`src/isa_pkg.sv`:
```
package isa_pkg;

    typedef logic [31:0] word_t;
    typedef logic [4:0]  reg_idx_t;

    localparam int NUM_REGS = 32;

    ////////////////////////////////////////////////////////////
    // Opcodes
    ////////////////////////////////////////////////////////////
    localparam logic [5:0] OP_RTYPE = 6'b000000;
    localparam logic [5:0] OP_LW    = 6'b100011;
    localparam logic [5:0] OP_SW    = 6'b101011;
    localparam logic [5:0] OP_BEQ   = 6'b000100;

    // R-type function codes
    localparam logic [5:0] FN_ADD = 6'b100000;
    localparam logic [5:0] FN_SUB = 6'b100010;
    localparam logic [5:0] FN_AND = 6'b100100;
    localparam logic [5:0] FN_OR  = 6'b100101;

    ////////////////////////////////////////////////////////////
    // Instruction field positions
    ////////////////////////////////////////////////////////////
    localparam int OP_MSB  = 31;
    localparam int OP_LSB  = 26;
    localparam int RS_MSB  = 25;
    localparam int RS_LSB  = 21;
    localparam int RT_MSB  = 20;
    localparam int RT_LSB  = 16;
    localparam int RD_MSB  = 15;
    localparam int RD_LSB  = 11;
    localparam int IMM_MSB = 15;
    localparam int IMM_LSB = 0;
    localparam int FN_MSB  = 5;
    localparam int FN_LSB  = 0;

endpackage
```
`src/fetch_stage.sv`:
```
`timescale 1ns/1ps

module fetch_stage (
    input  logic           clk,
    input  logic           rst_n,
    input  logic           stall,
    input  logic           branch_taken,
    input  isa_pkg::word_t branch_target,
    output isa_pkg::word_t imem_addr,
    input  isa_pkg::word_t imem_data,
    output isa_pkg::word_t ifid_pc_plus4,
    output isa_pkg::word_t ifid_instr
);

    isa_pkg::word_t pc;
    isa_pkg::word_t pc_plus4;
    isa_pkg::word_t next_pc;

    assign imem_addr = pc;
    assign pc_plus4  = pc + 32'd4;
    assign next_pc   = branch_taken ? branch_target : pc_plus4;

    always_ff @(posedge clk or negedge rst_n) begin
        if (!rst_n) begin
            pc <= '0;
        end else if (!stall) begin
            pc <= next_pc;
        end
    end

    ////////////////////////////////////////////////////////////
    // IF/ID register
    ////////////////////////////////////////////////////////////
    always_ff @(posedge clk or negedge rst_n) begin
        if (!rst_n) begin
            ifid_pc_plus4 <= '0;
            ifid_instr    <= '0;
        end else if (stall) begin
            ifid_pc_plus4 <= ifid_pc_plus4;
            ifid_instr    <= ifid_instr;
        end else if (branch_taken) begin
            // Squash the slot fetched behind the beq
            ifid_pc_plus4 <= '0;
            ifid_instr    <= '0;
        end else begin
            ifid_pc_plus4 <= pc_plus4;
            ifid_instr    <= imem_data;
        end
    end

endmodule

```
`config.mk`:
```
export PLATFORM = sky130hd
export DESIGN_NAME = fetch_stage
export DESIGN_NICKNAME = d
export VERILOG_FILES = /design/src/isa_pkg.sv /design/src/fetch_stage.sv
export SDC_FILE = /design/constraint.sdc
export NUM_CORES = 1
export LEC_CHECK = 0
export BUFFER_PORTS_ARGS = -buffer_cell sky130_fd_sc_hd__buf_2
export CAP_MARGIN = 40
export CORE_AREA = 2 2 104 106
export CTS_CLUSTER_SIZE = 10
export DETAILED_ROUTE_END_ITERATION = 10
export DIE_AREA = 0 0 106 108
export PLACE_DENSITY_LB_ADDON = 0.1
export SYNTH_ARGS = -nofsm -noshare
export SYNTH_HDL_FRONTEND = slang
export SYNTH_SLANG_ARGS = --single-unit
```
`constraint.sdc`:
```
create_clock -name clk -period 2.8 [get_ports clk]
set_clock_uncertainty 0.15 [all_clocks]
set_input_delay 0.28 -clock clk [delete_from_list [all_inputs] [get_ports clk]]
set_output_delay 0.28 -clock clk [all_outputs]
set_load 0.005 [all_outputs]
```
==> metrics <==
Sequential Power Share 48.3%; Remaining DRCs 0; CTS tree done; Clk pin slew, worst setup/hold paths roughly 100 ps; Post-Synth Simple-Gate Area 27.1%; clock latency on the worst-skew pair 370 ps; Finished Layout Cells 860; FP Rows 37; number of synthesized register bits 96; Min Clock Period, post-route 2520 ps; critical path launch point type flip-flop; RSZ-0062 raised after global routing no; DRT iter0 DRCs 384; cells after synthesis around 560; antenna cells 0; number of flops mapped to enable cells by yosys 0; R2R depth 4; Max VDD drop 0.000343 V; minimum hold slack 10.5 ps; gr ovfl total 0; max-cap violations 0; drt total wl 14.7 mm; Die ar. 11400 sq um; Synth cell types 55; worst endpoint data arrival time 2660 ps; Area Overhead vs Synth 25.7%; Tot GR Track Use 26.0%; largest net degree at the start of global routing 123; multiplexer area fraction after synthesis 1.40%; first-pass GRT wire length 23.5 mm; die height approximately 110 microns; hpwl dp 10.3 mm; Initial Util 49.6%; Setup violations, final 0; Core ar. slightly above 10000 sq um; vias in the first global route 4724; Die Wd 106 microns; Reg area 2400 sq um; sw frac 31.0%; post-route cell area around 6400 sq um; Fin. Hold Viols 0; Port Buffer Count 163; syn_nets about 630; YS warnings 0; XOR/XNOR share of the synthesized area 1.90%; mean post-synth cell area between 9 and 10 sq um; WHS Path Cells 3; Pleak 2.96 nW; DR WL/cell 17.1 microns; power per cell area 575 nW/um^2; CTS H-tree lvls 3; Post-Place Cells 827; clock sink count 96; Ports about 160; status completed; clock root buffer master clkbuf_8; Async SR Flop Fraction 100%; Fill cells 883; worst-margin pin slew 696 ps; Final GP Congestion 0.863; main combinational cell family by area after synthesis simple AND/OR/NAND/NOR gates; sw power approximately 0.0011 W; via count 4915; critical path capture point type flip-flop; CP cell instances nand4_1 > or3_1 > or4_1 > o211ai_1; DR vias/cell between 5 and 6; max-slew headroom at the worst pin a little over half; Synth Area in Adders less than 1%; DP Area 5960 sq um; clock share of power 31.0%; initial antenna violation count 0; maximum clock insertion buffer count 2; ANT nets after route 0; Synth Area in Compound Gates around 17%; slowest CP cell or3_1; multi-input logic area 2410 sq um; Fmax 397 MHz; Seq/Total Area, Yosys 47.3%; drt pass-1 iters 6; cell-internal power between 0.002 and 0.003 W; layout cells sized above 1 28.3%; # resized after CTS 0; HP Class primary input to flip-flop; fin crit share 90.0%; setup_tns 0 ps; crit path kind flip-flop to flip-flop; TritonCTS buffer count 9; main flop type after synthesis dfrtp_1; crit-path max cell delay ~650 ps; Combinational Power Share about 21%; CP Max Fanout 12; Critical Path RT 2940 ps; Nets 788; Slew Limit Fails 0; Netlist Area Pre-Place 5080 sq um
==> final timing paths <==
check                             startpoint           endpoint  slack, ps
min reg2reg                 ifid_pc_plus4[1]   ifid_pc_plus4[1]        340
max in group asynchronous              rst_n  ifid_pc_plus4[27]       1400
max reg2reg                     imem_addr[4]  ifid_pc_plus4[31]        280
min                        branch_target[26]      imem_addr[26]         10
max                             imem_addr[4]  ifid_pc_plus4[31]        280
min in group asynchronous              rst_n     ifid_instr[27]        290
==> cell usage after synthesis, drive strengths merged (7+ instances only) <==
cell,number,share of area (%)
nand4,21,3.2
o311ai,7,1.2
o31ai,9,1.3
dfrtp,96,47
nor3,23,2.4
o211ai,9,1.3
xnor2,8,1.4
nor4,12,1.8
inv,12,0.89
o21ai,46,4.5
or3,7,0.89
buf,15,1.7
nand3,18,1.8
nand2,83,6.1
nor2,28,2.1
a22oi,21,3.1
clkbuf,33,2.5
nand2b,43,5.3
a21oi,9,0.89
==> layer usage <==
metal / GRT usage (%) / share of wire [%] / vias up
met3: 4.64 / 6.9 / 27
met1: 35.1 / 45 / 2336
met4: 10.3 / 2.5 / 0
met5: 0 / 0 / -
li1: - / - / 2335
met2: 41.9 / 46 / 217
==> worst max-delay path, delay by kind of cell (launching register included) <==
family / cells / cell delay [ps]
simple gates: 3 / 1670
compound gates: 1 / 110
flops: 1 / 510
==> per-stage QoR <==
| stage | util [%] | power, W | setup WS, ps |
|---|---|---|---|
| after floorplan | - | 0.00218 | 777 |
| after global placement | 58.2 | 0.00251 | 381 |
| after detailed placement | 58.2 | 0.00254 | 308 |
| after CTS | 62.4 | 0.00368 | 285 |
| after global routing | 62.4 | 0.00385 | 143 |
| final | 62.4 | 0.00367 | 281 |
==> state kept, by name, indices dropped and copies added, names as in the netlist <==
register and cells:
imem_addr 32, ifid_pc_plus4 32, ifid_instr 32
==> what timing repair did <==
action                                  4_1_cts  5_1_grt
endpoints found under the setup margin        0        0
buffers inserted                              0        0
hold buffers                                 17        0
hold endpoints to repair                     59        0
==> layout make-up <==
class | count | share of cell area (%)
inverter | 13 | 0.765
clock buffer | 10 | 2.16
clock inverter | 6 | 1.78
sequential | 96 | 37.6
timing repair buffer | 192 | 17.1
tap | 136 | 2.67
multi-input combinational | 407 | 37.8
==> placed cells by master (no fill, tap or decap), drive strengths merged, types with 2 or more instances in the layout <==
cell type and count:
a211o 3, a211oi 3, a21oi 9, a221o 4
a22o 2, a22oi 21, a311o 4, a31oi 4
and3 6, and4 2, buf 175, bufinv 3
clkbuf 10, clkinvlp 2, dfrtp 96, dlygate4sd3 17
inv 13, mux2i 6, nand2 83, nand2b 43
nand3 18, nand3b 4, nand4 21, nor2 28
nor3 23, nor4 12, o211ai 9, o21ai 46
o22ai 4, o311ai 7, o31ai 9, or2 4
or3 7, or4 3, xnor2 8, xor2 3
==> logic make-up (layout without fill, tap and decap cells) <==
| group | after synthesis | count (layout) |
|---|---|---|
| simple gates | 260 | 260 |
| compound gates | 128 | 128 |
| flops | 96 | 96 |
| buf+inv | 61 | 221 |
| xor+xnor | 11 | 11 |
| mux | 7 | 7 |
| fa+ha+maj | 1 | 1 |
==> power by group through the flow <==
| stage | Clock (W) | Combinational, W | Sequential [W] |
|---|---|---|---|
| 2_1_floorplan | 0 | 0.000458 | 0.00172 |
| 3_3_place_gp | 0 | 0.000728 | 0.00178 |
| 3_5_place_dp | 0 | 0.000744 | 0.00179 |
| 4_1_cts | 0.00114 | 0.000766 | 0.00177 |
| 5_1_grt | 0.00120 | 0.000850 | 0.00180 |
| 6_report | 0.00114 | 0.000761 | 0.00177 |
Power figures use the tool's default switching activity.
