===== src/pipe_pkg.sv =====
package pipe_pkg;

    // Two-bit ALU operation select
    typedef enum logic [1:0] {
        ALU_AND = 2'b00,
        ALU_OR  = 2'b01,
        ALU_ADD = 2'b10,
        ALU_SUB = 2'b11
    } alu_op_t;

    // Operand source for the EX stage
    typedef enum logic [1:0] {
        FWD_NONE   = 2'b00,
        FWD_EX_MEM = 2'b01,
        FWD_MEM_WB = 2'b10
    } fwd_sel_t;

    ////////////////////////////////////////////////////////////
    // Per-instruction control carried down the pipe
    ////////////////////////////////////////////////////////////
    typedef struct packed {
        // WB group
        logic    reg_write;
        logic    mem_to_reg;
        // MEM group
        logic    mem_read;
        logic    mem_write;
        // EX group
        logic    alu_src_imm;
        logic    reg_dst_rd;
        alu_op_t alu_op;
    } ctrl_t;

    // All zero is a bubble
    localparam ctrl_t CTRL_BUBBLE = '{
        reg_write:   1'b0,
        mem_to_reg:  1'b0,
        mem_read:    1'b0,
        mem_write:   1'b0,
        alu_src_imm: 1'b0,
        reg_dst_rd:  1'b0,
        alu_op:      ALU_AND
    };

endpackage


===== src/isa_pkg.sv =====
package isa_pkg;

    typedef logic [31:0] word_t;
    typedef logic [4:0]  reg_idx_t;

    localparam int NUM_REGS = 32;

    ////////////////////////////////////////////////////////////
    // Opcodes
    ////////////////////////////////////////////////////////////
    localparam logic [5:0] OP_RTYPE = 6'b000000;
    localparam logic [5:0] OP_LW    = 6'b100011;
    localparam logic [5:0] OP_SW    = 6'b101011;
    localparam logic [5:0] OP_BEQ   = 6'b000100;

    // R-type function codes
    localparam logic [5:0] FN_ADD = 6'b100000;
    localparam logic [5:0] FN_SUB = 6'b100010;
    localparam logic [5:0] FN_AND = 6'b100100;
    localparam logic [5:0] FN_OR  = 6'b100101;

    ////////////////////////////////////////////////////////////
    // Instruction field positions
    ////////////////////////////////////////////////////////////
    localparam int OP_MSB  = 31;
    localparam int OP_LSB  = 26;
    localparam int RS_MSB  = 25;
    localparam int RS_LSB  = 21;
    localparam int RT_MSB  = 20;
    localparam int RT_LSB  = 16;
    localparam int RD_MSB  = 15;
    localparam int RD_LSB  = 11;
    localparam int IMM_MSB = 15;
    localparam int IMM_LSB = 0;
    localparam int FN_MSB  = 5;
    localparam int FN_LSB  = 0;

endpackage

===== src/ex_mem_if.sv =====
`timescale 1ns/1ps

interface ex_mem_if;

    pipe_pkg::ctrl_t   ctrl;
    isa_pkg::word_t    alu_result;
    isa_pkg::word_t    store_data;
    isa_pkg::reg_idx_t dest;

    modport execute (output ctrl, alu_result, store_data, dest);

    modport memory (input ctrl, alu_result, store_data, dest);

    modport hazard (input ctrl, dest);

endinterface


===== src/id_ex_if.sv =====
`timescale 1ns/1ps

interface id_ex_if;

    pipe_pkg::ctrl_t   ctrl;
    isa_pkg::reg_idx_t rs;
    isa_pkg::reg_idx_t rt;
    // rd field; execute picks rd or rt
    isa_pkg::reg_idx_t dest;
    isa_pkg::word_t    rs_data;
    isa_pkg::word_t    rt_data;
    isa_pkg::word_t    imm;

    modport decode (output ctrl, rs, rt, dest, rs_data, rt_data, imm);

    modport execute (input ctrl, rs, rt, dest, rs_data, rt_data, imm);

    modport hazard (input ctrl, rs, rt);

endinterface


===== src/hazard_unit.sv =====
`timescale 1ns/1ps

module hazard_unit (
    input  isa_pkg::word_t     ifid_instr,
    id_ex_if.hazard            id_ex,
    ex_mem_if.hazard           ex_mem,
    input  logic               wb_we,
    input  isa_pkg::reg_idx_t  wb_addr,
    output logic               stall,
    output pipe_pkg::fwd_sel_t fwd_a,
    output pipe_pkg::fwd_sel_t fwd_b
);

    isa_pkg::reg_idx_t id_rs;
    isa_pkg::reg_idx_t id_rt;

    assign id_rs = ifid_instr[isa_pkg::RS_MSB:isa_pkg::RS_LSB];
    assign id_rt = ifid_instr[isa_pkg::RT_MSB:isa_pkg::RT_LSB];

    // Load in EX feeding the instruction in ID
    assign stall = id_ex.ctrl.mem_read && (id_ex.rt != 5'd0) &&
                   ((id_ex.rt == id_rs) || (id_ex.rt == id_rt));

    ////////////////////////////////////////////////////////////
    // Forwarding where the youngest result wins
    ////////////////////////////////////////////////////////////
    function automatic pipe_pkg::fwd_sel_t fwd_for(isa_pkg::reg_idx_t src);
        pipe_pkg::fwd_sel_t sel;
        sel = pipe_pkg::FWD_NONE;
        if (ex_mem.ctrl.reg_write && ex_mem.dest != 5'd0 && ex_mem.dest == src) begin
            sel = pipe_pkg::FWD_EX_MEM;
        end else if (wb_we && wb_addr != 5'd0 && wb_addr == src) begin
            sel = pipe_pkg::FWD_MEM_WB;
        end
        return sel;
    endfunction

    always_comb begin
        fwd_a = fwd_for(id_ex.rs);
        fwd_b = fwd_for(id_ex.rt);
    end

endmodule


===== src/flat_wrapper.sv =====
// flat-port wrapper written by rule: the top's interface ports become plain ports
module hazard_unit_flat 
  (ifid_instr, wb_we, wb_addr, stall, fwd_a, fwd_b, id_ex_ctrl, id_ex_rs, id_ex_rt, ex_mem_ctrl, ex_mem_dest);
  id_ex_if id_ex_i ();
  ex_mem_if ex_mem_i ();
  input  isa_pkg::word_t ifid_instr;
  input  logic wb_we;
  input  isa_pkg::reg_idx_t wb_addr;
  output logic stall;
  output pipe_pkg::fwd_sel_t fwd_a;
  output pipe_pkg::fwd_sel_t fwd_b;
  input wire logic [$bits(id_ex_i.ctrl)-1:0] id_ex_ctrl;
  input wire logic [$bits(id_ex_i.rs)-1:0] id_ex_rs;
  input wire logic [$bits(id_ex_i.rt)-1:0] id_ex_rt;
  input wire logic [$bits(ex_mem_i.ctrl)-1:0] ex_mem_ctrl;
  input wire logic [$bits(ex_mem_i.dest)-1:0] ex_mem_dest;
  assign id_ex_i.ctrl = id_ex_ctrl;
  assign id_ex_i.rs = id_ex_rs;
  assign id_ex_i.rt = id_ex_rt;
  assign ex_mem_i.ctrl = ex_mem_ctrl;
  assign ex_mem_i.dest = ex_mem_dest;
  hazard_unit u_core (.ifid_instr(ifid_instr), .id_ex(id_ex_i), .ex_mem(ex_mem_i), .wb_we(wb_we), .wb_addr(wb_addr), .stall(stall), .fwd_a(fwd_a), .fwd_b(fwd_b));
endmodule

===== config.mk =====
export PLATFORM = sky130hd
export DESIGN_NAME = hazard_unit_flat
export DESIGN_NICKNAME = d
export VERILOG_FILES = /design/src/pipe_pkg.sv /design/src/isa_pkg.sv /design/src/ex_mem_if.sv /design/src/id_ex_if.sv /design/src/hazard_unit.sv /design/src/flat_wrapper.sv
export SDC_FILE = /design/constraint.sdc
export NUM_CORES = 1
export LEC_CHECK = 0
export BUFFER_PORTS_ARGS = -buffer_cell sky130_fd_sc_hd__buf_2
export CAP_MARGIN = 20
export CORE_MARGIN = 4
export CORE_UTILIZATION = 28
export DETAILED_ROUTE_END_ITERATION = 16
export GPL_TIMING_DRIVEN = 1
export PLACE_DENSITY = 0.84
export SLEW_MARGIN = 10
export SYNTH_ARGS = -nofsm -noshare
export SYNTH_HDL_FRONTEND = slang
export SYNTH_SLANG_ARGS = --single-unit
export TNS_END_PERCENT = 10

===== constraint.sdc =====
create_clock -name vclk -period 1.4
set_clock_uncertainty 0.1 [all_clocks]
set_input_delay 0.07 -clock vclk [all_inputs]
set_output_delay 0.07 -clock vclk [all_outputs]
set_load 0.1 [all_outputs]

==> run summary <==
The tools report the DRC violation count after routing as 0. The worst path setup slack after routing is -228 ps, and the detailed-route via count is 578. At the end of routability-driven placement, the weighted congestion stood at 0.699. Of all cell types, the one taking the most synthesized area is sky130_fd_sc_hd__xor2_1.

The multi-input combinational cells in the finished layout cover a total of 473 um^2. In this run the tool buffered the top-level ports with 38 buffer cells. After synthesis, the cell types taking the most area are sky130_fd_sc_hd__xor2_1 41%, sky130_fd_sc_hd__xnor2_1 21%, sky130_fd_sc_hd__nor4_2 12%.

Global routing used 32.8% of the available met2 tracks. For the arrival time reported for the critical path endpoint, the log shows 1460 ps. The critical path is of the input pin to output port type. The initial standard-cell utilization of the core is 31.0%. Excluding fillers, the count of instances in the completed layout stands at 118. The worst hold path passes through 4 cells. The floorplan step defined a die boundary enclosing 2200 um^2. The via count of the first global-routing pass is 579. Summed over all cells, the static leakage comes to 0.397 nW.

The min-delay analysis places its worst path in the category input pin to output port. Summing all non-filler instances in the final layout gives an area of 906 um^2. The reported max-cap violation count was 0; the fraction of post-synthesis cell area in the top cell type by area was 41.4%.

Including well taps, the total number of placed cells is 118. Final hold violation count: 0. The run gives 0 as the count of pins over their slew limit. The largest fanout of any net on the critical path was 2; the synthesis-to-layout area growth was 114%.

For this run, the post-layout net count is 174. Once detailed placement completed, the half-perimeter wirelength came to 1410 um. The final reports fail on negative setup slack.

Measured against its own limit, the worst slew margin works out to 78.0%. The repair_antennas step left the layout with diodes totalling 0. The design draws 0.280 mW. The run gives 13 as the row count.

Prior to clock tree synthesis, the placed netlist has a worst setup slack of -267 ps. Vertical extent of the die: 46.9 um. The logs give 0 um^2 for the sequential cell area in the final layout and 0.614 GHz for the maximum frequency from static timing analysis. The routed wirelength normalized by instance count is 14.5 um. Sorting the synthesized cells by how often they occur yields 20 x sky130_fd_sc_hd__xor2_1, 10 x sky130_fd_sc_hd__xnor2_1, 5 x sky130_fd_sc_hd__clkbuf_1, 5 x sky130_fd_sc_hd__or4_1. The run gives 123 as the synthesized net count. In the final layout, the share of cells above drive strength 1 is 64.1%.

The count of nets left with antenna violations once routing finished came out at 0. In this run the cell area of the synthesized design comes to 423 um^2. The total routing resource utilization after global routing is 15.3%.

The mean number of vias per cell works out to 4.90. Fill cells in the final layout number 121. For the pin with the worst max-slew slack, the measured transition is 327 ps. The first global-routing pass estimated 2450 um of wire. IR analysis of the VDD net gives a maximum drop of 0.162 mV. STA puts the critical path data required time at 1230 ps.

The kind of start point of the critical path is an input pin. Hold timing on the final database bottoms out at a slack of 395 ps. The tools report the total setup violations reported at the end of the flow as 3.

For the met1 routing resource usage after global routing, the log shows 17.3%. After global routing the overflow that remains totals 0. Initial antenna violation count: 0. The number of DRC violations after detailed-routing iteration 0 was 1.

Cell count after synthesis: 54. In the global route stage, met3 resource usage came out at 0%. The most repeated cell in the gate-level netlist after synthesis is sky130_fd_sc_hd__xor2_1.

Of the available clock period, the critical path in the final layout requires 116%. Entering global routing, the biggest net connects 6 pins. The power per cell area came out at 309 nW/um^2.

Capturing element type of the critical path: an output port. The mean post-synth cell area is 7.83 um^2, and the number of distinct library cell variants in the gate-level netlist after synthesis is 11. The peak-usage layer in the global routing report is met2.

There are 0 flip-flops and latches. End point of the most critical hold path: stall. The core region is 1370 um^2. Hold repair after CTS inserted 0 buffers. For the number of synthesis warnings, the log shows 0. Setup repair after global routing could not meet its margin everywhere. Source of the worst hold timing path: id_ex_ctrl[5].

The minimum period implied by the final worst setup slack is 1630 ps, and the detailed-router iteration count before antenna repair is 2. After clock tree synthesis, the setup repair step added 0 buffers. The tools report the register area share after synthesis as 0%. The run finished, with violations left. The count of boundary I/O pins was 74.

The layout has 0 clock buffers. The routed design has 1710 um of wire. The die span in x came out at 46.9 um. The placed standard-cell area was 832 um^2.
==> metrics by stage <==
step,TNS (ps),utilization [%]
2_1_floorplan,-2570,-
3_3_place_gp,-786,60.9
3_5_place_dp,-896,60.9
4_1_cts,-576,64.7
5_1_grt,-634,66.3
6_report,-522,66.3
==> placed cells by master, fill, tap and decap left out <==
| cell | instances |
|---|---|
| sky130_fd_sc_hd__a21oi_2 | 1 |
| sky130_fd_sc_hd__nand3_1 | 4 |
| sky130_fd_sc_hd__buf_6 | 5 |
| sky130_fd_sc_hd__buf_8 | 1 |
| sky130_fd_sc_hd__xor2_1 | 20 |
| sky130_fd_sc_hd__nor4_4 | 4 |
| sky130_fd_sc_hd__o21ai_2 | 2 |
| sky130_fd_sc_hd__nor3_1 | 2 |
| sky130_fd_sc_hd__or4_1 | 1 |
| sky130_fd_sc_hd__buf_4 | 17 |
| sky130_fd_sc_hd__xnor2_1 | 10 |
| sky130_fd_sc_hd__buf_2 | 27 |
| sky130_fd_sc_hd__o21ai_4 | 1 |
| sky130_fd_sc_hd__or4_4 | 4 |
| sky130_fd_sc_hd__buf_12 | 4 |
==> metal layers <==
layer  wire length, um  vias up
met5                 0        -
met4                 0        0
met3                68        0
met2              1020       16
met1               621      277
li1                  -      285
==> layout make-up <==
type	instances	area share [%]
timing repair buffer	54	45.7
tap	15	2.07
multi-input combinational	49	52.2
==> kinds of logic after synthesis <==
family	Yosys count	share of synthesized area (%)
xor+xnor	30	62.1
buf+inv	5	4.44
simple gates	15	27.8
compound gates	4	5.62
==> report_power, final <==
part | total [mW] | internal (mW) | switching, mW
clock network | 0 | 0 | 0
registers | 0 | 0 | 0
logic | 0.280 | 0.141 | 0.138
total | 0.280 | 0.141 | 0.138
==> repair_timing <==
item	4_1_cts	5_1_grt
resized for setup	15	6
pin swaps	1	6
setup endpoints to repair	5	4
==> critical path, stage by stage <==
cell	delay [ps]
sky130_fd_sc_hd__buf_2	90
sky130_fd_sc_hd__or4_4	120
sky130_fd_sc_hd__o21ai_2	60
sky130_fd_sc_hd__or4_4	540
sky130_fd_sc_hd__nor4_4	350
sky130_fd_sc_hd__buf_12	220
==> worst max-delay path by stage <==
stage / startpoint / to / slack (ps) / depth (start not counted)
floorplan: ex_mem_dest[4] / fwd_a[1] / -780 / 4
global placement: wb_addr[2] / fwd_a[1] / -250 / 6
detailed placement: wb_addr[2] / fwd_a[1] / -270 / 6
CTS: ex_mem_dest[4] / fwd_b[1] / -220 / 6
global route: wb_addr[3] / fwd_b[1] / -250 / 6
finish: wb_addr[3] / fwd_b[1] / -230 / 6
(Power assumes the default switching activity.)
