===== src/pipe_pkg.sv =====
package pipe_pkg;

    // Two-bit ALU operation select
    typedef enum logic [1:0] {
        ALU_AND = 2'b00,
        ALU_OR  = 2'b01,
        ALU_ADD = 2'b10,
        ALU_SUB = 2'b11
    } alu_op_t;

    // Operand source for the EX stage
    typedef enum logic [1:0] {
        FWD_NONE   = 2'b00,
        FWD_EX_MEM = 2'b01,
        FWD_MEM_WB = 2'b10
    } fwd_sel_t;

    ////////////////////////////////////////////////////////////
    // Per-instruction control carried down the pipe
    ////////////////////////////////////////////////////////////
    typedef struct packed {
        // WB group
        logic    reg_write;
        logic    mem_to_reg;
        // MEM group
        logic    mem_read;
        logic    mem_write;
        // EX group
        logic    alu_src_imm;
        logic    reg_dst_rd;
        alu_op_t alu_op;
    } ctrl_t;

    // All zero is a bubble
    localparam ctrl_t CTRL_BUBBLE = '{
        reg_write:   1'b0,
        mem_to_reg:  1'b0,
        mem_read:    1'b0,
        mem_write:   1'b0,
        alu_src_imm: 1'b0,
        reg_dst_rd:  1'b0,
        alu_op:      ALU_AND
    };

endpackage


===== src/isa_pkg.sv =====
package isa_pkg;

    typedef logic [31:0] word_t;
    typedef logic [4:0]  reg_idx_t;

    localparam int NUM_REGS = 32;

    ////////////////////////////////////////////////////////////
    // Opcodes
    ////////////////////////////////////////////////////////////
    localparam logic [5:0] OP_RTYPE = 6'b000000;
    localparam logic [5:0] OP_LW    = 6'b100011;
    localparam logic [5:0] OP_SW    = 6'b101011;
    localparam logic [5:0] OP_BEQ   = 6'b000100;

    // R-type function codes
    localparam logic [5:0] FN_ADD = 6'b100000;
    localparam logic [5:0] FN_SUB = 6'b100010;
    localparam logic [5:0] FN_AND = 6'b100100;
    localparam logic [5:0] FN_OR  = 6'b100101;

    ////////////////////////////////////////////////////////////
    // Instruction field positions
    ////////////////////////////////////////////////////////////
    localparam int OP_MSB  = 31;
    localparam int OP_LSB  = 26;
    localparam int RS_MSB  = 25;
    localparam int RS_LSB  = 21;
    localparam int RT_MSB  = 20;
    localparam int RT_LSB  = 16;
    localparam int RD_MSB  = 15;
    localparam int RD_LSB  = 11;
    localparam int IMM_MSB = 15;
    localparam int IMM_LSB = 0;
    localparam int FN_MSB  = 5;
    localparam int FN_LSB  = 0;

endpackage

===== src/ex_mem_if.sv =====
`timescale 1ns/1ps

interface ex_mem_if;

    pipe_pkg::ctrl_t   ctrl;
    isa_pkg::word_t    alu_result;
    isa_pkg::word_t    store_data;
    isa_pkg::reg_idx_t dest;

    modport execute (output ctrl, alu_result, store_data, dest);

    modport memory (input ctrl, alu_result, store_data, dest);

    modport hazard (input ctrl, dest);

endinterface


===== src/memory_stage.sv =====
`timescale 1ns/1ps

module memory_stage #(
    parameter int DMEM_WORDS = 64
) (
    input  logic              clk,
    input  logic              rst_n,
    ex_mem_if.memory          ex_mem,
    output logic              wb_we,
    output isa_pkg::reg_idx_t wb_addr,
    output isa_pkg::word_t    wb_data
);

    localparam int AW = (DMEM_WORDS > 1) ? $clog2(DMEM_WORDS) : 1;

    isa_pkg::word_t dmem [DMEM_WORDS];
    isa_pkg::word_t word_addr;
    logic [AW-1:0]  mem_idx;
    isa_pkg::word_t load_data;

    // Byte address to word index, wrapped to the depth
    assign word_addr = ex_mem.alu_result >> 2;
    assign mem_idx   = AW'(word_addr % DMEM_WORDS);
    assign load_data = dmem[mem_idx];

    always_ff @(posedge clk or negedge rst_n) begin
        if (!rst_n) begin
            for (int i = 0; i < DMEM_WORDS; i++) begin
                dmem[i] <= '0;
            end
        end else if (ex_mem.ctrl.mem_write) begin
            dmem[mem_idx] <= ex_mem.store_data;
        end
    end

    ////////////////////////////////////////////////////////////
    // MEM/WB register and writeback select
    ////////////////////////////////////////////////////////////
    isa_pkg::word_t wb_load;
    isa_pkg::word_t wb_alu;
    logic           wb_mem_to_reg;

    always_ff @(posedge clk or negedge rst_n) begin
        if (!rst_n) begin
            wb_we         <= 1'b0;
            wb_mem_to_reg <= 1'b0;
            wb_addr       <= '0;
            wb_load       <= '0;
            wb_alu        <= '0;
        end else begin
            wb_we         <= ex_mem.ctrl.reg_write;
            wb_mem_to_reg <= ex_mem.ctrl.mem_to_reg;
            wb_addr       <= ex_mem.dest;
            wb_load       <= load_data;
            wb_alu        <= ex_mem.alu_result;
        end
    end

    assign wb_data = wb_mem_to_reg ? wb_load : wb_alu;

endmodule


===== src/flat_wrapper.sv =====
// flat-port wrapper written by rule: the top's interface ports become plain ports
module memory_stage_flat 
#(
    parameter int DMEM_WORDS = 64
)
  (clk, rst_n, wb_we, wb_addr, wb_data, ex_mem_ctrl, ex_mem_alu_result, ex_mem_store_data, ex_mem_dest);
  ex_mem_if ex_mem_i ();
  input  logic clk;
  input  logic rst_n;
  output logic wb_we;
  output isa_pkg::reg_idx_t wb_addr;
  output isa_pkg::word_t wb_data;
  input wire logic [$bits(ex_mem_i.ctrl)-1:0] ex_mem_ctrl;
  input wire logic [$bits(ex_mem_i.alu_result)-1:0] ex_mem_alu_result;
  input wire logic [$bits(ex_mem_i.store_data)-1:0] ex_mem_store_data;
  input wire logic [$bits(ex_mem_i.dest)-1:0] ex_mem_dest;
  assign ex_mem_i.ctrl = ex_mem_ctrl;
  assign ex_mem_i.alu_result = ex_mem_alu_result;
  assign ex_mem_i.store_data = ex_mem_store_data;
  assign ex_mem_i.dest = ex_mem_dest;
  memory_stage #(.DMEM_WORDS(DMEM_WORDS)) u_core (.clk(clk), .rst_n(rst_n), .ex_mem(ex_mem_i), .wb_we(wb_we), .wb_addr(wb_addr), .wb_data(wb_data));
endmodule

===== config.mk =====
export PLATFORM = sky130hd
export DESIGN_NAME = memory_stage_flat
export DESIGN_NICKNAME = d
export VERILOG_FILES = /design/src/pipe_pkg.sv /design/src/isa_pkg.sv /design/src/ex_mem_if.sv /design/src/memory_stage.sv /design/src/flat_wrapper.sv
export SDC_FILE = /design/constraint.sdc
export NUM_CORES = 2
export LEC_CHECK = 0
export BUFFER_PORTS_ARGS = -buffer_cell sky130_fd_sc_hd__buf_2
export CORE_MARGIN = 5
export CORE_UTILIZATION = 55
export CTS_BUF_LIST = sky130_fd_sc_hd__clkbuf_8 sky130_fd_sc_hd__clkbuf_16
export CTS_CLUSTER_DIAMETER = 50
export DETAILED_ROUTE_END_ITERATION = 6
export GPL_TIMING_DRIVEN = 1
export PLACE_DENSITY = 0.8
export RECOVER_POWER = 25
export SETUP_SLACK_MARGIN = 0.2
export SLEW_MARGIN = 10
export SYNTH_ARGS = -nofsm -noshare
export SYNTH_HDL_FRONTEND = slang
export SYNTH_SLANG_ARGS = --single-unit

===== constraint.sdc =====
create_clock -name clk -period 2 [get_ports clk]
set_input_delay 0.3 -clock clk [delete_from_list [all_inputs] [get_ports clk]]
set_output_delay 0.3 -clock clk [all_outputs]
set_load 0.02 [all_outputs]

==> impl_metrics.tcl <==
set metrics [dict create \
    drt_pre_antenna_iters 7 \
    worstPathArrival_ns 2.17 \
    ys_dominant_reg_cell "dfrtp_1" \
    floorplan.initialDensity_pct 55.3 \
    grt_pass1_vias 71400 \
    p_sw_uw 29100 \
    clock_sinks 2119 \
    register_to_register_setup_slack_ns -0.22 \
    final_critical_path_share_of_the_clock_period_pct 124 \
    r2r_end "u_core.wb_load[17]" \
    drv_cap 0 \
    final_cell_mix "2143 x mux2_2, 2118 x dfrtp_1, 526 x buf_4" \
    most_common_cell_after_layout_fill_and_taps_aside "mux2_2" \
    synth-warning-count 0 \
    comb_power_share_pct 13.8 \
    largest_register_ffs 2048 \
    ys_async_rst_share_pct 100 \
    setup_repair_after_global_routing_missed_its_margin "yes" \
    holdCritPathClass "input pin to flip-flop" \
    failed_checks "design-rule violations, negative setup slack" \
    cellLeakagePower_uw 0.0536 \
    final-hold-violation-count 0 \
    postSynthNetCount 7038 \
    final_nets 7454 \
    grt_antenna_before_repair 21 \
    worst-r2r-cell-count 5 \
    clock_tree.buffer_depth 3 \
    finalCoreUtilization_pct 66.7 \
    synth.cell_area_sq_um 95000 \
    max_slew_margin_pct 14.0 \
    largest_registers_in_the_final_layout "u_core.dmem x2048, u_core.wb_alu x32, u_core.wb_load x32" \
    vias 68100 \
    layout-drive-gt1-share_pct 50.4 \
    setup_slack_ns -0.474 \
    coreArea_sq_um 172000 \
    crit_start "u_core.wb_mem_to_reg" \
    syn_to_final_growth_pct 20.7 \
    total_power_uw 110000 \
    grt_pass1_wl_mm 464 \
    power_density_nw_per_um2 957 \
    routabilityCongestion 0.914 \
    met2RoutedLength_mm 140 \
    achievable-frequency_mhz 404 \
    dp_hpwl_mm 195 \
    clk_pin_slew_ns 0.06 \
    fp.dieW_um 426 \
    p_int_uw 80600 \
    synth-edff-count 0 \
    timing_worst_setup_path_type "flip-flop to primary output" \
    post-route-drc-count 4 \
    drtIter0Drc 8401 \
    grt_util_all_layers_pct 33.9 \
    irDropWorstVdd_v 0.00107 \
    die_area_sq_um 181000 \
    worst_r2r_startpoint "u_core.dmem[369]" \
    yosysUniqueCellTypes 54 \
    tritoncts "done" \
    clock_share_of_power_pct 38.9 \
    syn-instance-count 6959 \
    route.detailed.wl_per_inst_um 31.4 \
    regMostFlops "u_core.dmem" \
    met3_wirelength_mm 33.6 \
    critical_path_peak_fanout 8 \
    timing.hold.ws_ns 0.0331 \
    crit_path_start_kind "flip-flop" \
    cp_data_required_time_ns 1.70 \
    dieHeight_um 426 \
    vias_per_cell 6.89 \
    final_max_slew_viol_count 0 \
    worst_pin_slew_ns 1.29 \
    placementRows 152 \
    h-tree-depth 4 \
    largest_net_degree_at_the_start_of_global_routing 113 \
    route.layer.met1.wl_mm 114 \
    dp.cells 9401 \
    cts_inserted_buffers 220 \
    power.share.sequential_pct 47.3 \
    run_status "complete, but fails checks" \
    worst_setup_path_end_kind "primary output" \
    ys_ff_latch 2119 \
    synth-seq-area-share_pct 55.8 \
    detail_route_antenna_nets 0 \
    final_setup_violation_count 211 \
    port_buffers 111 \
    clock-skew-final_ns 0.0596 \
    netSwitchingFraction_pct 26.5 \
    setup.worst_path.end "wb_data[3]" \
    routed_wirelength_mm 310 \
    clk_latency_ns 0.91 \
    cts_root_buffer "clkbuf_16" \
    fin_crit_ns 2.47 \
    globalRoute.totalOverflow 0 \
    setup_total_negative_slack_ns -22.28 \
    syn-mean-instance-area_sq_um 13.6 \
    post_layout_nonfiller_instances 9880 \
    routed.top_layer "met5" \
    top_level_ports 117 \
]
==> worst min path at each step <==
stage                          start           endpoint  slack [ns]  cells after the start
4_1_cts        ex_mem_alu_result[15]  u_core.wb_alu[15]       0.002                      2
2_1_floorplan                  rst_n     u_core.dmem[0]       0.004                      0
5_1_grt        ex_mem_alu_result[23]  u_core.wb_alu[23]        0.01                      2
3_3_place_gp                   rst_n  u_core.dmem[1268]        0.25                      1
6_report       ex_mem_alu_result[23]  u_core.wb_alu[23]        0.03                      2
3_5_place_dp                   rst_n  u_core.dmem[1044]        0.25                      1
==> final cells by class <==
| class | count | area (sq um) |
|---|---|---|
| sequential | 2119 | 53000 |
| clock buffer | 267 | 6160 |
| fill | 11100 | 57100 |
| tap | 2310 | 2890 |
| timing repair buffer | 958 | 10300 |
| inverter | 3 | 23.8 |
| clock inverter | 144 | 1550 |
| multi-input combinational | 4073 | 40700 |
| antenna | 6 | 15.0 |
==> kinds of logic after synthesis <==
kind of cell | count (synthesis) | share of synthesized area (%)
muxes | 2462 | 29.4
DFF | 2119 | 55.8
AOI/OAI and AO/OA | 1245 | 9.56
buffers and inverters | 767 | 3.44
and+or+nand+nor | 366 | 1.81
==> synthesized netlist by cell type, drive strengths merged, types with 3 or more instances <==
master / count / share of area [%]
buf: 383 / 1.9
and3: 3 / 0.020
nand3: 25 / 0.13
mux4: 33 / 0.78
nand2: 59 / 0.23
nor2b: 6 / 0.040
nand2b: 3 / 0.020
nand4: 4 / 0.026
a211oi: 16 / 0.13
a222oi: 12 / 0.13
nor2: 153 / 0.61
clkbuf: 381 / 1.5
o311ai: 13 / 0.12
or4: 12 / 0.095
a22oi: 232 / 1.8
a22o: 55 / 0.51
a221oi: 292 / 2.7
mux2: 2261 / 27
inv: 3 / 0.012
o2bb2ai: 12 / 0.11
a21oi: 172 / 0.91
o21ai: 168 / 0.89
or3: 30 / 0.20
mux2i: 168 / 1.8
o22ai: 136 / 0.90
o32ai: 3 / 0.028
or2: 3 / 0.020
and2: 3 / 0.020
nor3: 42 / 0.23
nor4: 15 / 0.099
o32a: 13 / 0.14
o221ai: 18 / 0.17
a221o: 76 / 0.80
dfrtp: 2119 / 56
o211ai: 15 / 0.12
==> critical path: stages, from the launching register on <==
cell     delay, ns
dfrtp_2       0.38
buf_12        0.17
buf_16        0.22
mux2_4        0.35
buf_6         0.14
==> layer usage <==
| metal | vias up | global-route usage (%) |
|---|---|---|
| met3 | 1287 | 9.44 |
| met5 | - | 0 |
| met4 | 10 | 21.2 |
| met1 | 35500 | 43.2 |
| met2 | 4387 | 51.5 |
| li1 | 26900 | - |
==> repair_timing <==
item                       4_1_cts  5_1_grt
hold buffers                    46        0
setup buffers                    9        5
hold endpoints to repair      1505        0
gates cloned                     2        0
pin swaps                       49       40
setup endpoints to repair       61       81
resized for setup              170       71
==> per-stage QoR <==
step                setup WS, ns  instance area [sq um]
floorplan                -0.0461                  96400
global placement           -1.07                 105000
detailed placement         -1.14                 105000
CTS                       -0.496                 114000
global route              -0.496                 115000
finish                    -0.474                 115000
==> power groups by stage <==
| stage | clock network, uW | logic (uW) | registers [uW] |
|---|---|---|---|
| after global routing | 44800 | 16100 | 52300 |
| after CTS | 42800 | 14900 | 51600 |
| after floorplan | 0 | 9350 | 51100 |
| after detailed placement | 0 | 14300 | 52300 |
| after global placement | 0 | 13700 | 51800 |
| final | 42700 | 15100 | 51900 |
Power figures use the tool's default switching activity.
